### src/common/decode_pkg.sv
// Decode package: shared widths, opcode and unit encodings, and the func record
`default_nettype none

package decode_pkg;

  // ====================
  // Widths
  // ====================
  localparam int ILEN      = 32;
  localparam int XLEN      = 32;
  localparam int REG_IDX_W = 5;
  localparam int UNIT_W    = 6;

  typedef logic [ILEN-1:0]      inst_t;
  typedef logic [XLEN-1:0]      xlen_t;
  typedef logic [REG_IDX_W-1:0] reg_idx_t;

  // ====================
  // Major opcodes
  // ====================
  typedef enum logic [6:0] {
    LOAD     = 7'b0000011,
    CUSTOM0  = 7'b0001011,
    MISC_MEM = 7'b0001111,
    OP_IMM   = 7'b0010011,
    AUIPC    = 7'b0010111,
    STORE    = 7'b0100011,
    AMO      = 7'b0101111,
    OP       = 7'b0110011,
    LUI      = 7'b0110111,
    BRANCH   = 7'b1100011,
    JALR     = 7'b1100111,
    JAL      = 7'b1101111,
    SYSTEM   = 7'b1110011
  } opcode_e;

  // One-hot execution unit select
  typedef enum logic [UNIT_W-1:0] {
    UNIT_NONE = 6'b000000,
    ALU       = 6'b000001,
    MUL       = 6'b000010,
    DIV       = 6'b000100,
    BJU       = 6'b001000,
    LSU       = 6'b010000,
    CP0       = 6'b100000
  } unit_e;

  // Operation code seen by the execution units
  typedef struct packed {
    opcode_e    opcode;
    logic [2:0] funct3;
    logic       alt;     // instruction bit 30
  } func_t;

  // ====================
  // Field encodings
  // ====================
  localparam logic [6:0] FUNCT7_BASE   = 7'b0000000;
  localparam logic [6:0] FUNCT7_ALT    = 7'b0100000;
  localparam logic [6:0] FUNCT7_MULDIV = 7'b0000001;

  // Privileged returns and wait, SYSTEM with funct3 000
  localparam logic [6:0] MRET_FUNCT7 = 7'b0011000;
  localparam logic [4:0] MRET_RS2    = 5'b00010;
  localparam logic [6:0] DRET_FUNCT7 = 7'b0111101;
  localparam logic [4:0] DRET_RS2    = 5'b10010;
  localparam logic [6:0] WFI_FUNCT7  = 7'b0001000;
  localparam logic [4:0] WFI_RS2     = 5'b00101;

  // Atomics
  localparam logic [2:0] AMO_FUNCT3 = 3'b010;
  localparam logic [4:0] LR_FUNCT5  = 5'b00010;
  localparam logic [4:0] SC_FUNCT5  = 5'b00011;

endpackage

`default_nettype wire

### src/common/decd_if.sv
// Decode packet interface: combinational decode result from decoder to dispatcher
`timescale 1ns/1ps
`default_nettype none

interface decd_if
  import decode_pkg::*;
();

  logic     vld;
  unit_e    unit;
  func_t    func;
  logic     ill;
  logic     inst_32bit;
  reg_idx_t rs1;
  logic     rs1_vld;
  reg_idx_t rs2;
  logic     rs2_vld;
  reg_idx_t rd;
  logic     rd_vld;
  xlen_t    imm;
  logic     imm_vld;
  xlen_t    inst_code;

  modport producer (
    output vld, unit, func, ill, inst_32bit,
    output rs1, rs1_vld, rs2, rs2_vld, rd, rd_vld,
    output imm, imm_vld, inst_code
  );

  modport consumer (
    input vld, unit, func, ill, inst_32bit,
    input rs1, rs1_vld, rs2, rs2_vld, rd, rd_vld,
    input imm, imm_vld, inst_code
  );

endinterface

`default_nettype wire

### src/decoder/inst_legality.sv
// Instruction legality: table check of a 32-bit instruction against mode and extension state
`timescale 1ns/1ps
`default_nettype none

module inst_legality
  import decode_pkg::*;
(
  input  inst_t inst,
  input  logic  mach_mode,
  input  logic  dbg_on,
  input  logic  isa_ext_en,
  output logic  ill
);

  opcode_e    op;
  logic [2:0] funct3;
  logic [6:0] funct7;
  logic [4:0] rs2;
  logic [4:0] rd;
  logic       inst_32bit;
  logic       sync_form;
  logic       ok;

  assign op         = opcode_e'(inst[6:0]);
  assign funct3     = inst[14:12];
  assign funct7     = inst[31:25];
  assign rs2        = inst[24:20];
  assign rd         = inst[11:7];
  assign inst_32bit = &inst[1:0];
  // Cache sync form is the only one allowed outside machine or debug mode
  assign sync_form  = ~inst[25] & (inst[24:23] == 2'b11);

  // ====================
  // Legal table
  // ====================
  always_comb
  begin
    ok = 1'b0;
    case (op)
      OP:       ok = (funct7 == FUNCT7_BASE) | (funct7 == FUNCT7_MULDIV)
                   | ((funct7 == FUNCT7_ALT) & ((funct3 == 3'b000) | (funct3 == 3'b101)));
      OP_IMM:
      begin
        case (funct3)
          3'b001:  ok = (funct7 == FUNCT7_BASE);
          3'b101:  ok = (funct7 == FUNCT7_BASE) | (funct7 == FUNCT7_ALT);
          default: ok = 1'b1;
        endcase
      end
      LOAD:     ok = (funct3 != 3'b011) & (funct3 != 3'b110) & (funct3 != 3'b111);
      STORE:    ok = (funct3 == 3'b000) | (funct3 == 3'b001) | (funct3 == 3'b010);
      BRANCH:   ok = (funct3 != 3'b010) & (funct3 != 3'b011);
      JALR:     ok = (funct3 == 3'b000);
      MISC_MEM: ok = (funct3 == 3'b000) | (funct3 == 3'b001);
      LUI, AUIPC, JAL: ok = 1'b1;
      SYSTEM:
      begin
        if (funct3 == 3'b000)
          ok = ((funct7 == 7'b0) & (inst[24:21] == 4'b0))
             | ((funct7 == MRET_FUNCT7) & (rs2 == MRET_RS2))
             | ((funct7 == WFI_FUNCT7) & (rs2 == WFI_RS2))
             | ((funct7 == DRET_FUNCT7) & (rs2 == DRET_RS2) & dbg_on);
        else
          ok = (funct3 != 3'b100);
      end
      AMO:      ok = (funct3 == AMO_FUNCT3) & ((inst[31:29] == 3'b0) | (inst[28:27] == 2'b0));
      CUSTOM0:
      begin
        // Cache operations
        if ((funct3 == 3'b000) & (funct7[6:1] == 6'b0))
          ok = (rd == 5'b0) & (rs2 != 5'b0) & isa_ext_en
             & (sync_form | mach_mode | dbg_on);
      end
      default:  ok = 1'b0;
    endcase
  end

  assign ill = ~(inst_32bit & ok);

  // Legality resolves for every known instruction word
  a_ill_known: assert property (@(inst) $isunknown(inst) || !$isunknown(ill));

endmodule

`default_nettype wire

### src/decoder/inst_decoder.sv
// Instruction decoder: unit, func, operand and immediate decode of one instruction
`timescale 1ns/1ps
`default_nettype none

module inst_decoder
  import decode_pkg::*;
(
  input  logic inst_vld,
  input  inst_t inst,
  input  logic mach_mode,
  input  logic dbg_on,
  input  logic isa_ext_en,
  decd_if.producer dec
);

  opcode_e    op;
  logic [2:0] funct3;
  logic       tbl_ill;
  logic       inst_32bit;
  unit_e      unit_raw;
  unit_e      unit;
  logic       rs1_use;
  logic       rs2_use;
  logic       rd_use;
  xlen_t      imm;
  logic       imm_vld;

  assign op         = opcode_e'(inst[6:0]);
  assign funct3     = inst[14:12];
  assign inst_32bit = &inst[1:0];

  inst_legality u_legality (
    .inst       (inst),
    .mach_mode  (mach_mode),
    .dbg_on     (dbg_on),
    .isa_ext_en (isa_ext_en),
    .ill        (tbl_ill)
  );

  // ====================
  // Unit and operand use
  // ====================
  always_comb
  begin
    unit_raw = UNIT_NONE;
    rs1_use  = 1'b1;
    rs2_use  = 1'b0;
    rd_use   = 1'b0;
    case (op)
      OP:
      begin
        if (inst[31:25] == FUNCT7_MULDIV)
          unit_raw = funct3[2] ? DIV : MUL;
        else
          unit_raw = ALU;
        rs2_use = 1'b1;
        rd_use  = 1'b1;
      end
      OP_IMM, LOAD, JALR:
      begin
        unit_raw = (op == OP_IMM) ? ALU : (op == LOAD) ? LSU : BJU;
        rd_use   = 1'b1;
      end
      LUI, AUIPC, JAL:
      begin
        unit_raw = (op == LUI) ? ALU : BJU;
        rs1_use  = 1'b0;
        rd_use   = 1'b1;
      end
      STORE, CUSTOM0:
      begin
        unit_raw = LSU;
        rs2_use  = 1'b1;
      end
      BRANCH:
      begin
        unit_raw = BJU;
        rs2_use  = 1'b1;
      end
      AMO:
      begin
        unit_raw = LSU;
        rs2_use  = 1'b1;
        rd_use   = 1'b1;
      end
      MISC_MEM:
      begin
        unit_raw = LSU;
        rs1_use  = 1'b0;
      end
      SYSTEM:
      begin
        unit_raw = CP0;
        // Only register-form CSR accesses read rs1
        rs1_use  = (funct3 == 3'b001) | (funct3 == 3'b010) | (funct3 == 3'b011);
        rd_use   = (funct3 != 3'b000);
      end
      default: unit_raw = UNIT_NONE;
    endcase
  end

  assign unit = tbl_ill ? UNIT_NONE : unit_raw;

  // ====================
  // Immediate
  // ====================
  always_comb
  begin
    imm_vld = 1'b1;
    case (op)
      LOAD, OP_IMM, JALR: imm = {{20{inst[31]}}, inst[31:20]};
      STORE:              imm = {{20{inst[31]}}, inst[31:25], inst[11:7]};
      BRANCH:   imm = {{19{inst[31]}}, inst[31], inst[7], inst[30:25], inst[11:8], 1'b0};
      LUI, AUIPC:         imm = {inst[31:12], 12'b0};
      JAL:      imm = {{11{inst[31]}}, inst[31], inst[19:12], inst[20], inst[30:21], 1'b0};
      default:
      begin
        imm     = '0;
        imm_vld = 1'b0;
      end
    endcase
  end

  // Packet to the dispatcher
  assign dec.vld        = inst_vld;
  assign dec.unit       = unit;
  // Any jump or branch in debug mode traps, unit kept as BJU
  assign dec.ill        = tbl_ill | ((unit == BJU) & dbg_on);
  assign dec.func       = '{opcode: op, funct3: funct3, alt: inst[30]};
  assign dec.inst_32bit = inst_32bit;
  assign dec.rs1        = inst[19:15];
  assign dec.rs2        = inst[24:20];
  assign dec.rd         = inst[11:7];
  assign dec.rs1_vld    = rs1_use & ~tbl_ill;
  assign dec.rs2_vld    = rs2_use & ~tbl_ill;
  assign dec.rd_vld     = rd_use & ~tbl_ill;
  assign dec.imm        = imm;
  assign dec.imm_vld    = imm_vld;
  assign dec.inst_code  = {{16{inst_32bit}} & inst[31:16], inst[15:0]};

  // Table and unit map agree on what is executable
  a_legal_has_unit: assert property (@(inst) !tbl_ill |-> (unit != UNIT_NONE));

endmodule

`default_nettype wire

### src/design/decode_dispatch.sv
// Decode dispatch: pipeline register and output formatting of the decode packet
`timescale 1ns/1ps
`default_nettype none

module decode_dispatch
  import decode_pkg::*;
(
  input  logic     clk,
  input  logic     rst,
  decd_if.consumer dec,
  output logic     out_vld,
  output unit_e    unit_sel,
  output func_t    func,
  output logic     ill_expt,
  output logic     inst_32bit,
  output reg_idx_t rs1_idx,
  output reg_idx_t rs2_idx,
  output reg_idx_t rd_idx,
  output logic     rs1_vld,
  output logic     rs2_vld,
  output logic     rd_vld,
  output xlen_t    imm,
  output logic     imm_vld,
  output xlen_t    ag_imm,
  output logic     ag_imm_vld,
  output logic     bju_use_pc,
  output logic     lsu_sel,
  output logic     csri_vld,
  output logic     split_req
);

  xlen_t      inst_code;
  logic [4:0] funct5;
  logic       aqrl;

  // ====================
  // Pipeline register
  // ====================
  always_ff @(posedge clk)
  begin
    if (rst)
      out_vld <= 1'b0;
    else
      out_vld <= dec.vld;
  end

  always_ff @(posedge clk)
  begin
    unit_sel   <= dec.unit;
    func       <= dec.func;
    ill_expt   <= dec.ill;
    inst_32bit <= dec.inst_32bit;
    rs1_idx    <= dec.rs1;
    rs2_idx    <= dec.rs2;
    rd_idx     <= dec.rd;
    rs1_vld    <= dec.rs1_vld;
    rs2_vld    <= dec.rs2_vld;
    rd_vld     <= dec.rd_vld;
    imm        <= dec.imm;
    imm_vld    <= dec.imm_vld;
    inst_code  <= dec.inst_code;
  end

  // ====================
  // Output formatting
  // ====================
  // Illegal and CP0 instructions carry their raw code to the trap and CSR paths
  assign ag_imm_vld = (unit_sel == BJU) | (unit_sel == LSU) | (unit_sel == CP0) | ill_expt;
  assign ag_imm     = (ill_expt | (unit_sel == CP0)) ? inst_code : imm;
  assign bju_use_pc = (unit_sel == BJU) & (func.opcode != JALR);
  assign lsu_sel    = (unit_sel == LSU);
  assign csri_vld   = (unit_sel == CP0) & func.funct3[2];

  // AMO splits unless it is a plain LR or SC
  assign funct5    = inst_code[31:27];
  assign aqrl      = |inst_code[26:25];
  assign split_req = out_vld & ~ill_expt & (func.opcode == AMO)
                   & (((funct5 != LR_FUNCT5) & (funct5 != SC_FUNCT5)) | aqrl);

  a_unit_onehot: assert property (@(posedge clk) disable iff (rst)
    out_vld |-> $onehot0(unit_sel));

  a_split_is_lsu: assert property (@(posedge clk) disable iff (rst)
    split_req |-> lsu_sel);

endmodule

`default_nettype wire

### src/design/decode_stage.sv
// Decode stage top: instruction decoder and dispatch register behind plain ports
`timescale 1ns/1ps
`default_nettype none

module decode_stage
  import decode_pkg::*;
(
  input  logic     clk,
  input  logic     rst,
  input  logic     inst_vld,
  input  inst_t    inst,
  input  logic     mach_mode,
  input  logic     dbg_on,
  input  logic     isa_ext_en,
  output logic     out_vld,
  output unit_e    unit_sel,
  output func_t    func,
  output logic     ill_expt,
  output logic     inst_32bit,
  output reg_idx_t rs1_idx,
  output reg_idx_t rs2_idx,
  output reg_idx_t rd_idx,
  output logic     rs1_vld,
  output logic     rs2_vld,
  output logic     rd_vld,
  output xlen_t    imm,
  output logic     imm_vld,
  output xlen_t    ag_imm,
  output logic     ag_imm_vld,
  output logic     bju_use_pc,
  output logic     lsu_sel,
  output logic     csri_vld,
  output logic     split_req
);

  decd_if u_dec_if ();

  inst_decoder u_decoder (
    .inst_vld   (inst_vld),
    .inst       (inst),
    .mach_mode  (mach_mode),
    .dbg_on     (dbg_on),
    .isa_ext_en (isa_ext_en),
    .dec        (u_dec_if.producer)
  );

  decode_dispatch u_dispatch (
    .clk        (clk),
    .rst        (rst),
    .dec        (u_dec_if.consumer),
    .out_vld    (out_vld),
    .unit_sel   (unit_sel),
    .func       (func),
    .ill_expt   (ill_expt),
    .inst_32bit (inst_32bit),
    .rs1_idx    (rs1_idx),
    .rs2_idx    (rs2_idx),
    .rd_idx     (rd_idx),
    .rs1_vld    (rs1_vld),
    .rs2_vld    (rs2_vld),
    .rd_vld     (rd_vld),
    .imm        (imm),
    .imm_vld    (imm_vld),
    .ag_imm     (ag_imm),
    .ag_imm_vld (ag_imm_vld),
    .bju_use_pc (bju_use_pc),
    .lsu_sel    (lsu_sel),
    .csri_vld   (csri_vld),
    .split_req  (split_req)
  );

endmodule

`default_nettype wire

### config.mk
export PLATFORM = sky130hd
export DESIGN_NAME = decode_stage
export DESIGN_NICKNAME = d
export VERILOG_FILES = /design/src/common/decode_pkg.sv /design/src/common/decd_if.sv /design/src/decoder/inst_legality.sv /design/src/decoder/inst_decoder.sv /design/src/design/decode_dispatch.sv /design/src/design/decode_stage.sv
export SDC_FILE = /design/constraint.sdc
export NUM_CORES = 1
export LEC_CHECK = 0
export ABC_AREA = 1
export BUFFER_PORTS_ARGS = -buffer_cell sky130_fd_sc_hd__buf_2
export CORE_MARGIN = 2
export CORE_UTILIZATION = 40
export DETAILED_ROUTE_END_ITERATION = 16
export MAX_ROUTING_LAYER = met4
export PLACE_DENSITY = 0.78
export SLEW_MARGIN = 25
export SYNTH_ARGS = -nofsm -noshare
export SYNTH_HDL_FRONTEND = slang
export SYNTH_SLANG_ARGS = --single-unit
### constraint.sdc
create_clock -name clk -period 3.2 [get_ports clk]
set_clock_uncertainty 0.05 [all_clocks]
set_input_delay 0.64 -clock clk [delete_from_list [all_inputs] [get_ports clk]]
set_output_delay 0.64 -clock clk [all_outputs]
set_load 0.1 [all_outputs]
# Word level (Yosys, flattened, before mapping)
# Index checks and enable logic that the tools add are counted.
dict set report op_classes {
  bitwise_logic 50
  n_reduce_logical 19
  mux 17
  n_eq_ne 39
}
# operator n
set op_table {}
lappend op_table {{$pmux W32 S5} 1}
lappend op_table {{$eq A7 B6 Y1 const B} 7}
lappend op_table {{$pmux W6 S6} 1}
lappend op_table {{$mux W32} 1}
lappend op_table {{$eq A7 B7 Y1 const B} 4}
lappend op_table {{$and A1 B1 Y1} 26}
lappend op_table {{$eq A7 B4 Y1 const B} 3}
lappend op_table {{$eq A7 B5 Y1 const B} 3}
lappend op_table {{$or A1 B1 Y1} 20}
lappend op_table {{$mux W6} 3}
lappend op_table {{$and A16 B16 Y16} 1}
lappend op_table {{$reduce_or A8 Y1} 2}
lappend op_table {{$eq A6 B4 Y1 const B} 2}
lappend op_table {{$pmux W1 S11} 1}
lappend op_table {{$ne A5 B2 Y1 const B} 2}
lappend op_table {{$ne A3 B3 Y1 const B} 3}
lappend op_table {{$reduce_or A4 Y1} 2}
lappend op_table {{$eq A7 B1 Y1 const B} 1}
lappend op_table {{$eq A7 B2 Y1 const B} 1}
lappend op_table {{$logic_not A7 Y1} 1}
lappend op_table {{$ne A7 B7 Y1 const B} 1}
lappend op_table {{$eq A3 B2 Y1 const B} 2}
lappend op_table {{$eq A6 B5 Y1 const B} 1}
lappend op_table {{$eq A6 B6 Y1 const B} 1}
lappend op_table {{24 further kinds} 35}
dict set report word_totals {
  wordCells 141
  reg_bits 103
  inputBits 38
  out_inout_bits 108
}

# Depth between registers and ports, before layout
# Gate-level depths: netlist of run 1.
dict set report depth {
  ltp_word 12
  depth_mapped 12
  mapped_depth_nobuf 12
}

# By module
# Synthesis of run 1 repeated with hierarchy kept, for this count alone.
dict set report unflattened {
  hier_cells 615
  hier_area_um2 4476.8
}
# module area_each_um2 cells_each instances seq_area_each_um2
set modules_own_cells {}
lappend modules_own_cells {decode_dispatch 2695.1 246 1 2062.0}
lappend modules_own_cells {inst_decoder 1233.7 236 1 0.0}
lappend modules_own_cells {inst_legality 548.0 133 1 0.0}

# Least setup slack after synthesis of run 1
# OpenSTA, ideal clock, no wires.
dict set report synth_path {
  kind {register to output}
  start {reg u_dispatch.out_vld}
  end {out split_req}
  path_stages_with_launch 3
  required_time_ns 2.510
  path_slack_ns -1.516
  arrival_time_ns 4.026
  cell_sequence {dfxtp_1 nand3_1 nor4_1}
}
dict set report synth_via {
  elab_chain_cells 3
}
# item line_no
set synth_lines {}
lappend synth_lines {{from (decl)} decode_dispatch.sv:11} ;# output logic out_vld,
lappend synth_lines {{from (signal assigned)} decode_dispatch.sv:44} ;# out_vld <= dec.vld;
lappend synth_lines {{$and A1 B1 Y1 (2 in series)} decode_dispatch.sv:77} ;# assign split_req = out_vld & ~ill_expt & (func.opcode == AMO)
lappend synth_lines {{$and A1 B1 Y1} decode_dispatch.sv:78} ;# & (((funct5 != LR_FUNCT5) & (funct5 != SC_FUNCT5)) | aqrl);
lappend synth_lines {{to (decl)} decode_stage.sv:33} ;# output logic split_req
# No other way between the ends.

# Worst setup path in the final report of run 1
dict set report layout_path {
  start {reg u_dispatch.unit_sel[1]}
  end {out ag_imm[5]}
}
dict set report layout_via {
  elab_chain_cells 3
}
# item line_no
set layout_lines {}
lappend layout_lines {{from (decl)} decode_dispatch.sv:12} ;# output unit_e unit_sel,
lappend layout_lines {{from (signal assigned)} decode_dispatch.sv:49} ;# unit_sel <= dec.unit;
lappend layout_lines {{$eq A6 B6 Y1} decode_dispatch.sv:69} ;# assign ag_imm = (ill_expt | (unit_sel == CP0)) ? inst_code : imm;
lappend layout_lines {{$or A1 B1 Y1} decode_dispatch.sv:69}
lappend layout_lines {{$mux W32} decode_dispatch.sv:69}
lappend layout_lines {{to (decl)} decode_stage.sv:28} ;# output xlen_t ag_imm,
# No other way between the ends.

==> results of run 1 <==
-- layout make-up --
cell class,count,area [um2]
clock buffer,11,141
inverter,62,235
multi-input combinational,311,1520
tap,108,135
timing repair buffer,147,1240
sequential,87,1740
clock inverter,4,53.8
fill,815,3650
-- metal layers --
layer  GRT usage, %  up-vias
li1               -     1745
met1           26.9     1569
met2           36.3      130
met3           4.04       28
met4           8.75        0
met5              -        -
-- worst max-delay path by stage --
stage | from | endpoint | slack [ns]
2_1_floorplan | u_dispatch.unit_sel[1] | ag_imm[14] | -0.46
3_3_place_gp | inst[1] | u_dispatch.imm[26] | 0.70
3_5_place_dp | inst[1] | u_dispatch.imm[26] | 0.70
4_1_cts | u_dispatch.unit_sel[1] | ag_imm[3] | 0.45
5_1_grt | u_dispatch.unit_sel[1] | ag_imm[26] | 0.28
6_report | u_dispatch.unit_sel[1] | ag_imm[5] | 0.51
-- layout by cell type (no fill, tap or decap), types with 12 or more instances in the layout --
| cell type | n |
|---|---|
| nor2_1 | 70 |
| o21ai_2 | 12 |
| nand2_2 | 21 |
| inv_1 | 53 |
| dfxtp_1 | 87 |
| o21ai_1 | 14 |
| nand3_1 | 13 |
| nand2_1 | 128 |
| buf_2 | 112 |
| buf_12 | 33 |
-- power groups by stage --
stage / Clock (W) / Sequential [W] / Combinational, W
6_report: 0.000773 / 0.00114 / 0.000698
3_3_place_gp: 0 / 0.00116 / 0.000698
2_1_floorplan: 0 / 0.00130 / 0.000374
5_1_grt: 0.000827 / 0.00114 / 0.000724
4_1_cts: 0.000782 / 0.00114 / 0.000700
3_5_place_dp: 0 / 0.00116 / 0.000699
-- sequential cells by signal (all words and copies together), names as in the netlist, 4 cells and up --
name and flops:
u_dispatch.rs2_idx 5, u_dispatch.inst_code 19, u_dispatch.unit_sel 6, u_dispatch.imm 32
u_dispatch.rs1_idx 5, u_dispatch.func 9, u_dispatch.rd_idx 4
-- cells by family after synthesis --
kind of cell / Yosys count / share of synthesized area [%]
buffers and inverters: 88 / 11.3
AOI/OAI and AO/OA: 48 / 9.11
and+or+nand+nor: 263 / 31.4
DFF: 87 / 48.2
-- synthesized netlist by cell type (2+ instances only) --
library cell,n,share of area [%]
inv_1,53,5.5
clkbuf_1,3,0.31
nand2_4,2,0.62
a21oi_1,4,0.55
o21ai_1,14,1.9
nand2_1,147,15
nor2_1,70,7.3
nor2_4,3,0.93
inv_2,8,0.83
o21ai_2,12,2.9
buf_4,16,3.3
o2111ai_1,2,0.48
nand2_2,2,0.35
o21ai_0,8,1.1
dfxtp_1,87,48
nand4_1,4,0.69
nand3_1,14,1.9
o22ai_1,4,0.69
nor2_2,8,1.4
buf_2,5,0.69
nand3_2,4,1.1
nor3_1,5,0.69
-- stage by stage --
stage | util, % | instances | cell area [um2] | power [W] | setup TNS (ns)
floorplan | - | 486 | 3670 | 0.00167 | -3.60
global placement | 55.9 | 715 | 4870 | 0.00186 | 0
detailed placement | 55.9 | 715 | 4870 | 0.00186 | 0
CTS | 58.1 | 730 | 5070 | 0.00262 | 0
global route | 58.1 | 730 | 5070 | 0.00269 | 0
finish | 58.1 | 730 | 5070 | 0.00261 | 0
==> results.sh, run 1 <==
export IMPL_cts_tree="built"
export IMPL_cts_sinks=87
export IMPL_wl_um=10500
export IMPL_fp_dieW_um=99.0
export IMPL_ys_seq_area_share_pct=48.2
export IMPL_drtAntennaViolNets=0
export IMPL_hpwl_um=8320
export IMPL_finalWorstSetupSlack_ns=0.509
export IMPL_power_density_nw_per_um2=515
export IMPL_fmax_ghz=0.372
export IMPL_vias=3472
export IMPL_p_leak_nw=2.63
export IMPL_ys_warn_count=0
export IMPL_hold_ws_ns=0.335
export IMPL_p_int_w=0.00166
export IMPL_htreeDepth=3
export IMPL_cap_violations=0
export IMPL_ys_types=33
export IMPL_cpPeakStageDelay_ns=0.32
export IMPL_clock_path_buffers=2
export IMPL_sw_frac_of_total_pct=36.3
export IMPL_layout_min_cycle_time_ns=2.69
export IMPL_pwr_share_clk_pct=29.7
export IMPL_dieArea_um2=9810
export IMPL_synth_edff_count=0
export IMPL_grt_overflow=0
export IMPL_cts_hold_fix_buffers=0
export IMPL_avgSynthCellArea_um2=7.44
export IMPL_dr_wl_met3_um=623
export IMPL_syn_area_um2=3610
export IMPL_route_detailed_drc=0
export IMPL_fin_crit_sh_pct=84.1
export IMPL_vias_per_cell=4.76
export IMPL_drtIter0Drc=267
export IMPL_crit_type="reg -> out"
export IMPL_async_flop_share_pct=0
export IMPL_seq_power_share_pct=43.6
export IMPL_routedWlPerCell_um=14.4
export IMPL_syn_inst=486
export IMPL_irDropWorstVdd_uv=229
export IMPL_globalplace_congestion=0.934
export IMPL_holdPathEnd="u_dispatch.rs1_idx[1]"
export IMPL_grt_usage_pct=22.1
export IMPL_rsz0062_at_grt="no"
export IMPL_power_frac_comb_pct=26.8
export IMPL_slew_violations=0
export IMPL_cts_root_buf="clkbuf_8"
export IMPL_coreArea_um2=8720
export IMPL_grt_pass1_vias=3396
export IMPL_hold_depth=1
export IMPL_worstSetupEndpointType="output port"
export IMPL_cp_num_buf_inv=3
export IMPL_slew_headroom_pct=57.6
export IMPL_setup_viol=0
export IMPL_path_max_fanout=40
export IMPL_num_io_pins=146
export IMPL_post_cts_buffers=0
export IMPL_min_path_type="in -> reg"
export IMPL_p_switching_w=0.000946
export IMPL_worstPathRequired_ns=2.51
export IMPL_crit_path_start_kind="register"
export IMPL_cts_resized=0
export IMPL_syn_to_final_growth_pct=40.2
export IMPL_wl_met2_um=5070
export IMPL_highest_layer="met4"
export IMPL_min_delay_start="inst[16]"
export IMPL_layout_nets=656
export IMPL_port_buffers=145
export IMPL_antenna_found_initial=0
export IMPL_start_util_pct=41.4
export IMPL_grt_max_degree=41
export IMPL_worstPathArrival_ns=2.00
export IMPL_yosys_register_bits=87
export IMPL_hold_viol_final=0
export IMPL_worstPathCellList="nor2_1 > inv_1 > nor3_1 > nand3_1 > nand2_1 > inv_2 > o21ai_1 > buf_12"
export IMPL_grt_first_pass_wirelength_um=16600
export IMPL_worst_slew_pin_slew_ns=0.635
export IMPL_crit_family="buffers and inverters"
export IMPL_rows=34
export IMPL_diodes=0
export IMPL_place_ws_ns=0.701
export IMPL_drive_above_1_share_pct=36.3
export IMPL_path_clk_slew_ns=0.09
export IMPL_cts_buffers=9
export IMPL_drt_pass1_iterations=4
export IMPL_synthFlopType="dfxtp_1"
export IMPL_synth_nets=524
export IMPL_cp_depth=8
export IMPL_cp_slowest_cell="dfxtp_1"
export IMPL_die_h_um=99.0
export IMPL_met1_length_um=4550
export IMPL_status="finished, final reports clean"
(Power assumes the default switching activity.)
==> run 2: changes to the inputs <==
ABC_AREA = 0   (was 1)
clock period = 2.7 ns   (was 3.2 ns; I/O delays follow)
==> results.sh, run 2 <==
export IMPL_grt_first_pass_wirelength_um=17500
export IMPL_port_buffers=145
export IMPL_fp_dieW_um=97.9
export IMPL_crit_type="reg -> out"
export IMPL_dieArea_um2=9580
export IMPL_hold_ws_ns=0.250
export IMPL_power_density_nw_per_um2=588
export IMPL_slew_headroom_pct=66.5
export IMPL_coreArea_um2=8640
export IMPL_pwr_share_clk_pct=27.4
export IMPL_start_util_pct=40.8
export IMPL_clock_path_buffers=2
export IMPL_final_cell_mix="buf_2 (111), dfxtp_1 (81), buf_12 (36)"
export IMPL_drive_above_1_share_pct=48.2
export IMPL_worstSetupEndpointType="output port"
export IMPL_routedWlPerCell_um=19.0
export IMPL_irDropWorstVdd_uv=236
export IMPL_setup_viol=0
export IMPL_ys_seq_area_share_pct=49.4
export IMPL_cap_violations=0
export IMPL_synth_edff_count=0
export IMPL_async_flop_share_pct=0
export IMPL_synthTopCellsByArea="dfxtp_1 (49%), mux2_2 (11%), a21o_1 (3.6%)"
export IMPL_final_cells=593
export IMPL_hold_viol_final=0
export IMPL_cts_root_buf="clkbuf_8"
export IMPL_p_int_w=0.00189
export IMPL_fillers=724
export IMPL_antenna_found_initial=0
export IMPL_cts_tree="built"
export IMPL_fin_crit_sh_pct=97.8
export IMPL_num_io_pins=146
export IMPL_syn_to_final_growth_pct=44.7
export IMPL_min_path_type="in -> reg"
export IMPL_synth_nets=379
export IMPL_diodes=0
export IMPL_grt_overflow=0
export IMPL_yosysTopAreaCell="dfxtp_1"
export IMPL_yosys_register_bits=87
export IMPL_synthFlopType="dfxtp_1"
export IMPL_hpwl_um=8360
export IMPL_reg_top3="u_dispatch.imm: 32 flops, u_dispatch.inst_code: 19 flops, u_dispatch.func: 9 flops"
export IMPL_drtAntennaViolNets=0
export IMPL_rsz0062_at_grt="no"
export IMPL_place_ws_ns=0.0790
export IMPL_p_leak_nw=2.46
export IMPL_grt_max_degree=23
export IMPL_min_delay_start="inst[15]"
export IMPL_route_detailed_drc=0
export IMPL_layout_nets=518
export IMPL_status="finished, final reports clean"
export IMPL_worstPathRequired_ns=2.11
export IMPL_cts_sinks=87
export IMPL_syn_area_um2=3530
export IMPL_rows=34
export IMPL_cts_buffers=9
export IMPL_p_switching_w=0.00111
export IMPL_vias_per_cell=5.36
export IMPL_die_h_um=97.9
export IMPL_power_frac_comb_pct=27.7
export IMPL_finalWorstSetupSlack_ns=0.0607
export IMPL_globalplace_congestion=0.883
export IMPL_syn_inst=341
export IMPL_drt_pass1_iterations=4
export IMPL_avgSynthCellArea_um2=10.3
export IMPL_largest_register_ffs=32
export IMPL_dp_cells=572
export IMPL_regMostFlops="u_dispatch.imm"
export IMPL_crit_path_start_kind="register"
export IMPL_stdcell_area_um2=5100
export IMPL_layout_min_cycle_time_ns=2.64
export IMPL_synth_top_area_share_pct=49.4
export IMPL_path_max_fanout=3
export IMPL_worst_slew_pin_slew_ns=0.501
export IMPL_ys_warn_count=0
export IMPL_wl_um=11300
export IMPL_setup_tns_ns=0
export IMPL_sw_frac_of_total_pct=37.0
export IMPL_htreeDepth=3
export IMPL_path_clk_slew_ns=0.09
export IMPL_mostFrequentLayoutCell="buf_2"
export IMPL_fmax_ghz=0.379
export IMPL_seq_power_share_pct=44.8
export IMPL_place_area_um2=4840
export IMPL_slew_violations=0
export IMPL_synth_most_common_cell="dfxtp_1"
export IMPL_vias=3180
export IMPL_cp_startpoint="u_dispatch.unit_sel[2]"
export IMPL_drtIter0Drc=253
export IMPL_synth_commonest_cells="dfxtp_1 (87), mux2_2 (33), nor2_1 (18)"
export IMPL_worstPathArrival_ns=2.05
export IMPL_ys_types=54
export IMPL_grt_usage_pct=23.9
export IMPL_grt_pass1_vias=3171
## run 2: cell types whose count changed in the layout (fill, tap and decap cells not counted), moves of 11 or more
cell,change
a21o_1,+17
and3_1,+16
buf_4,+12
inv_1,-49
mux2_2,+33
nand2_1,-118
nand2_2,-21
nor2_1,-53
o21ai_1,-13
o21ai_2,-11
## run 2: kinds of logic after synthesis
kind of cell,count (synthesis),share of synthesized area (%)
multiplexers,35,11.1
buffers and inverters,38,5.96
XOR/XNOR,2,0.497
AO/OA/AOI/OAI,66,14.1
flip-flops,87,49.4
AND/OR/NAND/NOR,113,19.0
## run 2: timing repair
| action | CTS | global route |
|---|---|---|
| gates resized for setup | 3 | 0 |
| buffers inserted | 4 | 0 |
| hold buffers | 0 | 0 |
| setup endpoints to repair | 35 | 0 |
## run 2: critical path, stage by stage (launching register included)
cell and delay, ns:
dfxtp_2 0.33, or4_1 0.67, nor3b_4 0.24, buf_2 0.46
## run 2: power by group through the flow
| stage | clock [W] | combinational [W] | sequential, W |
|---|---|---|---|
| after floorplan | 0 | 0.000438 | 0.00152 |
| after global routing | 0.000898 | 0.000857 | 0.00135 |
| after global placement | 0 | 0.000816 | 0.00137 |
| after CTS | 0.000840 | 0.000832 | 0.00135 |
| final | 0.000823 | 0.000833 | 0.00135 |
| after detailed placement | 0 | 0.000822 | 0.00138 |
## run 2: final timing paths
check | endpoint | slack (ns) | depth (start not counted)
worst max-delay path | lsu_sel | 0.06 | 3
worst min-delay path | u_dispatch.rs1_idx[0] | 0.25 | 1
## run 2: layout make-up
type                            instances  area [um2]  share of cell area [%]
Clock buffer                           10         128                    2.50
Clock inverter                          6        51.3                    1.01
Inverter                                4        15.0                   0.294
Multi-Input combinational cell        217        1640                    32.1
Sequential cell                        87        1750                    34.4
Tap cell                              108         135                    2.65
Timing Repair Buffer                  161        1380                    27.1
## run 2: metrics by stage
| stage | total power, W | util [%] |
|---|---|---|
| finish | 0.00300 | 59.1 |
| global route | 0.00311 | 59.1 |
| CTS | 0.00302 | 59.1 |
| detailed placement | 0.00220 | 56.0 |
| global placement | 0.00219 | 56.0 |
| floorplan | 0.00196 | - |
## run 2: routing by layer
layer / wire length [um] / track usage (%)
met1: 4710 / 30.1
met4: 157 / 5.98
met2: 5800 / 39.7
met5: 0 / -
met3: 611 / 4.44
==> run 3: changes to the inputs <==
CAP_MARGIN = 20   (was default)
CORE_UTILIZATION = 30   (was 40)
PLACE_DENSITY = 0.64   (was 0.78)
==> results.sh, run 3 (synthesized netlist as in run 2, its figures left out) <==
export IMPL_hpwl_um=8740
export IMPL_coreArea_um2=11500
export IMPL_fin_util_pct=45.6
export IMPL_worstPathCellList="or4b_2 > nor3_1 > buf_4 > nor3_4 > clkbuf_4"
export IMPL_vias=3141
export IMPL_power_density_nw_per_um2=656
export IMPL_worstSetupEndpointType="output port"
export IMPL_status="finished, final reports clean"
export IMPL_final_cells=626
export IMPL_wl_um=11500
export IMPL_drive_above_1_share_pct=47.6
export IMPL_drt_pass1_iterations=4
export IMPL_antenna_found_initial=0
export IMPL_mostFrequentLayoutCell="buf_2"
export IMPL_p_leak_nw=2.49
export IMPL_cap_violations=0
export IMPL_crit_path_start_kind="register"
export IMPL_irDropWorstVdd_uv=305
export IMPL_path_clk_slew_ns=0.06
export IMPL_cts_buffers=9
export IMPL_clock_path_buffers=2
export IMPL_regMostFlops="u_dispatch.imm"
export IMPL_final_cell_mix="buf_2 (110), dfxtp_1 (81), buf_12 (34)"
export IMPL_p_int_w=0.00231
export IMPL_globalplace_congestion=0.888
export IMPL_fin_crit_sh_pct=96.4
export IMPL_diodes=0
export IMPL_power_frac_comb_pct=24.2
export IMPL_worstPathArrival_ns=2.01
export IMPL_grt_max_degree=34
export IMPL_slew_headroom_pct=65.8
export IMPL_crit_family="simple AND/OR/NAND/NOR gates"
export IMPL_dieArea_um2=12600
export IMPL_grt_first_pass_wirelength_um=17600
export IMPL_slew_violations=0
export IMPL_route_detailed_drc=0
export IMPL_drtIter0Drc=298
export IMPL_sw_frac_of_total_pct=32.6
export IMPL_reg_top3="u_dispatch.imm: 32 flops, u_dispatch.inst_code: 19 flops, u_dispatch.func: 9 flops"
export IMPL_drtAntennaViolNets=0
export IMPL_cts_sinks=87
export IMPL_grt_pass1_vias=3042
export IMPL_pwr_share_clk_pct=36.5
export IMPL_cpPeakStageDelay_ns=0.65
export IMPL_vias_per_cell=5.02
export IMPL_hold_ws_ns=0.276
export IMPL_setup_tns_ns=0
export IMPL_path_max_fanout=2
export IMPL_worstPathRequired_ns=2.11
export IMPL_die_h_um=112
export IMPL_setup_viol=0
export IMPL_start_util_pct=30.7
export IMPL_layout_min_cycle_time_ns=2.60
export IMPL_cts_root_buf="clkbuf_16"
export IMPL_rsz0062_at_grt="no"
export IMPL_cts_tree="built"
export IMPL_crit_type="reg -> out"
export IMPL_worst_slew_pin_slew_ns=0.511
export IMPL_hold_viol_final=0
export IMPL_port_buffers=145
export IMPL_rows=39
export IMPL_p_switching_w=0.00112
export IMPL_htreeDepth=3
export IMPL_fmax_ghz=0.384
export IMPL_seq_power_share_pct=39.2
export IMPL_routedWlPerCell_um=18.4
export IMPL_min_path_type="in -> reg"
export IMPL_grt_usage_pct=18.4
export IMPL_syn_to_final_growth_pct=48.2
export IMPL_dp_cells=610
export IMPL_grt_overflow=0
export IMPL_cp_slowest_cell="or4b_2"
export IMPL_num_io_pins=146
export IMPL_cp_num_buf_inv=2
export IMPL_fp_dieW_um=112
export IMPL_largest_register_ffs=32
export IMPL_layout_nets=516
-- run 3: cell count changes in the layout (fill, tap and decap cells not counted), moves of 2 or more --
cell	previous run	this run
clkbuf_16	0	9
clkbuf_8	9	2
buf_12	36	34
clkbuf_4	0	2
clkinv_4	2	0
-- run 3: final cells by class --
type | instances | area, um2
inverters | 4 | 15.0
fillers | 1084 | 6240
repair buffers | 160 | 1350
clock buffers | 13 | 260
multi-input cells | 216 | 1620
flip-flops and latches | 87 | 1750
clock inverters | 3 | 42.5
well taps | 143 | 179
-- run 3: repair_timing --
| item | in CTS | in global routing |
|---|---|---|
| resized for setup | 0 | 2 |
| endpoints found under the setup margin | 0 | 2 |
| setup buffers | 0 | 0 |
| hold buffers | 0 | 0 |
-- run 3: metal layers --
metal	track usage, %	vias to the layer above	share of wire (%)
met5	-	-	0
met4	6.34	0	1.5
met3	2.81	13	4.5
met2	29.6	115	48
met1	23.7	1524	46
li1	-	1489	-
-- run 3: final timing paths --
path	start	endpoint	slack (ns)	depth (start not counted)
worst min-delay path	inst[15]	u_dispatch.rs1_idx[0]	0.28	1
worst max-delay path	u_dispatch.inst_code[26]	split_req	0.1	5
-- run 3: power groups by stage --
stage          clock (W)  sequential, W  combinational, W
6_report         0.00125        0.00135          0.000831
5_1_grt          0.00134        0.00135          0.000855
4_1_cts          0.00128        0.00135          0.000832
3_5_place_dp           0        0.00137          0.000830
3_3_place_gp           0        0.00137          0.000829
2_1_floorplan          0        0.00152          0.000438
-- run 3: metrics by stage --
step | setup slack [ns] | total power, W | cell area (um2)
6_report | 0.0979 | 0.00343 | 5230
4_1_cts | 0.00652 | 0.00346 | 5220
3_3_place_gp | 0.288 | 0.00220 | 4920
3_5_place_dp | 0.273 | 0.00220 | 4920
5_1_grt | 0.0103 | 0.00354 | 5230
2_1_floorplan | -0.201 | 0.00196 | 3580
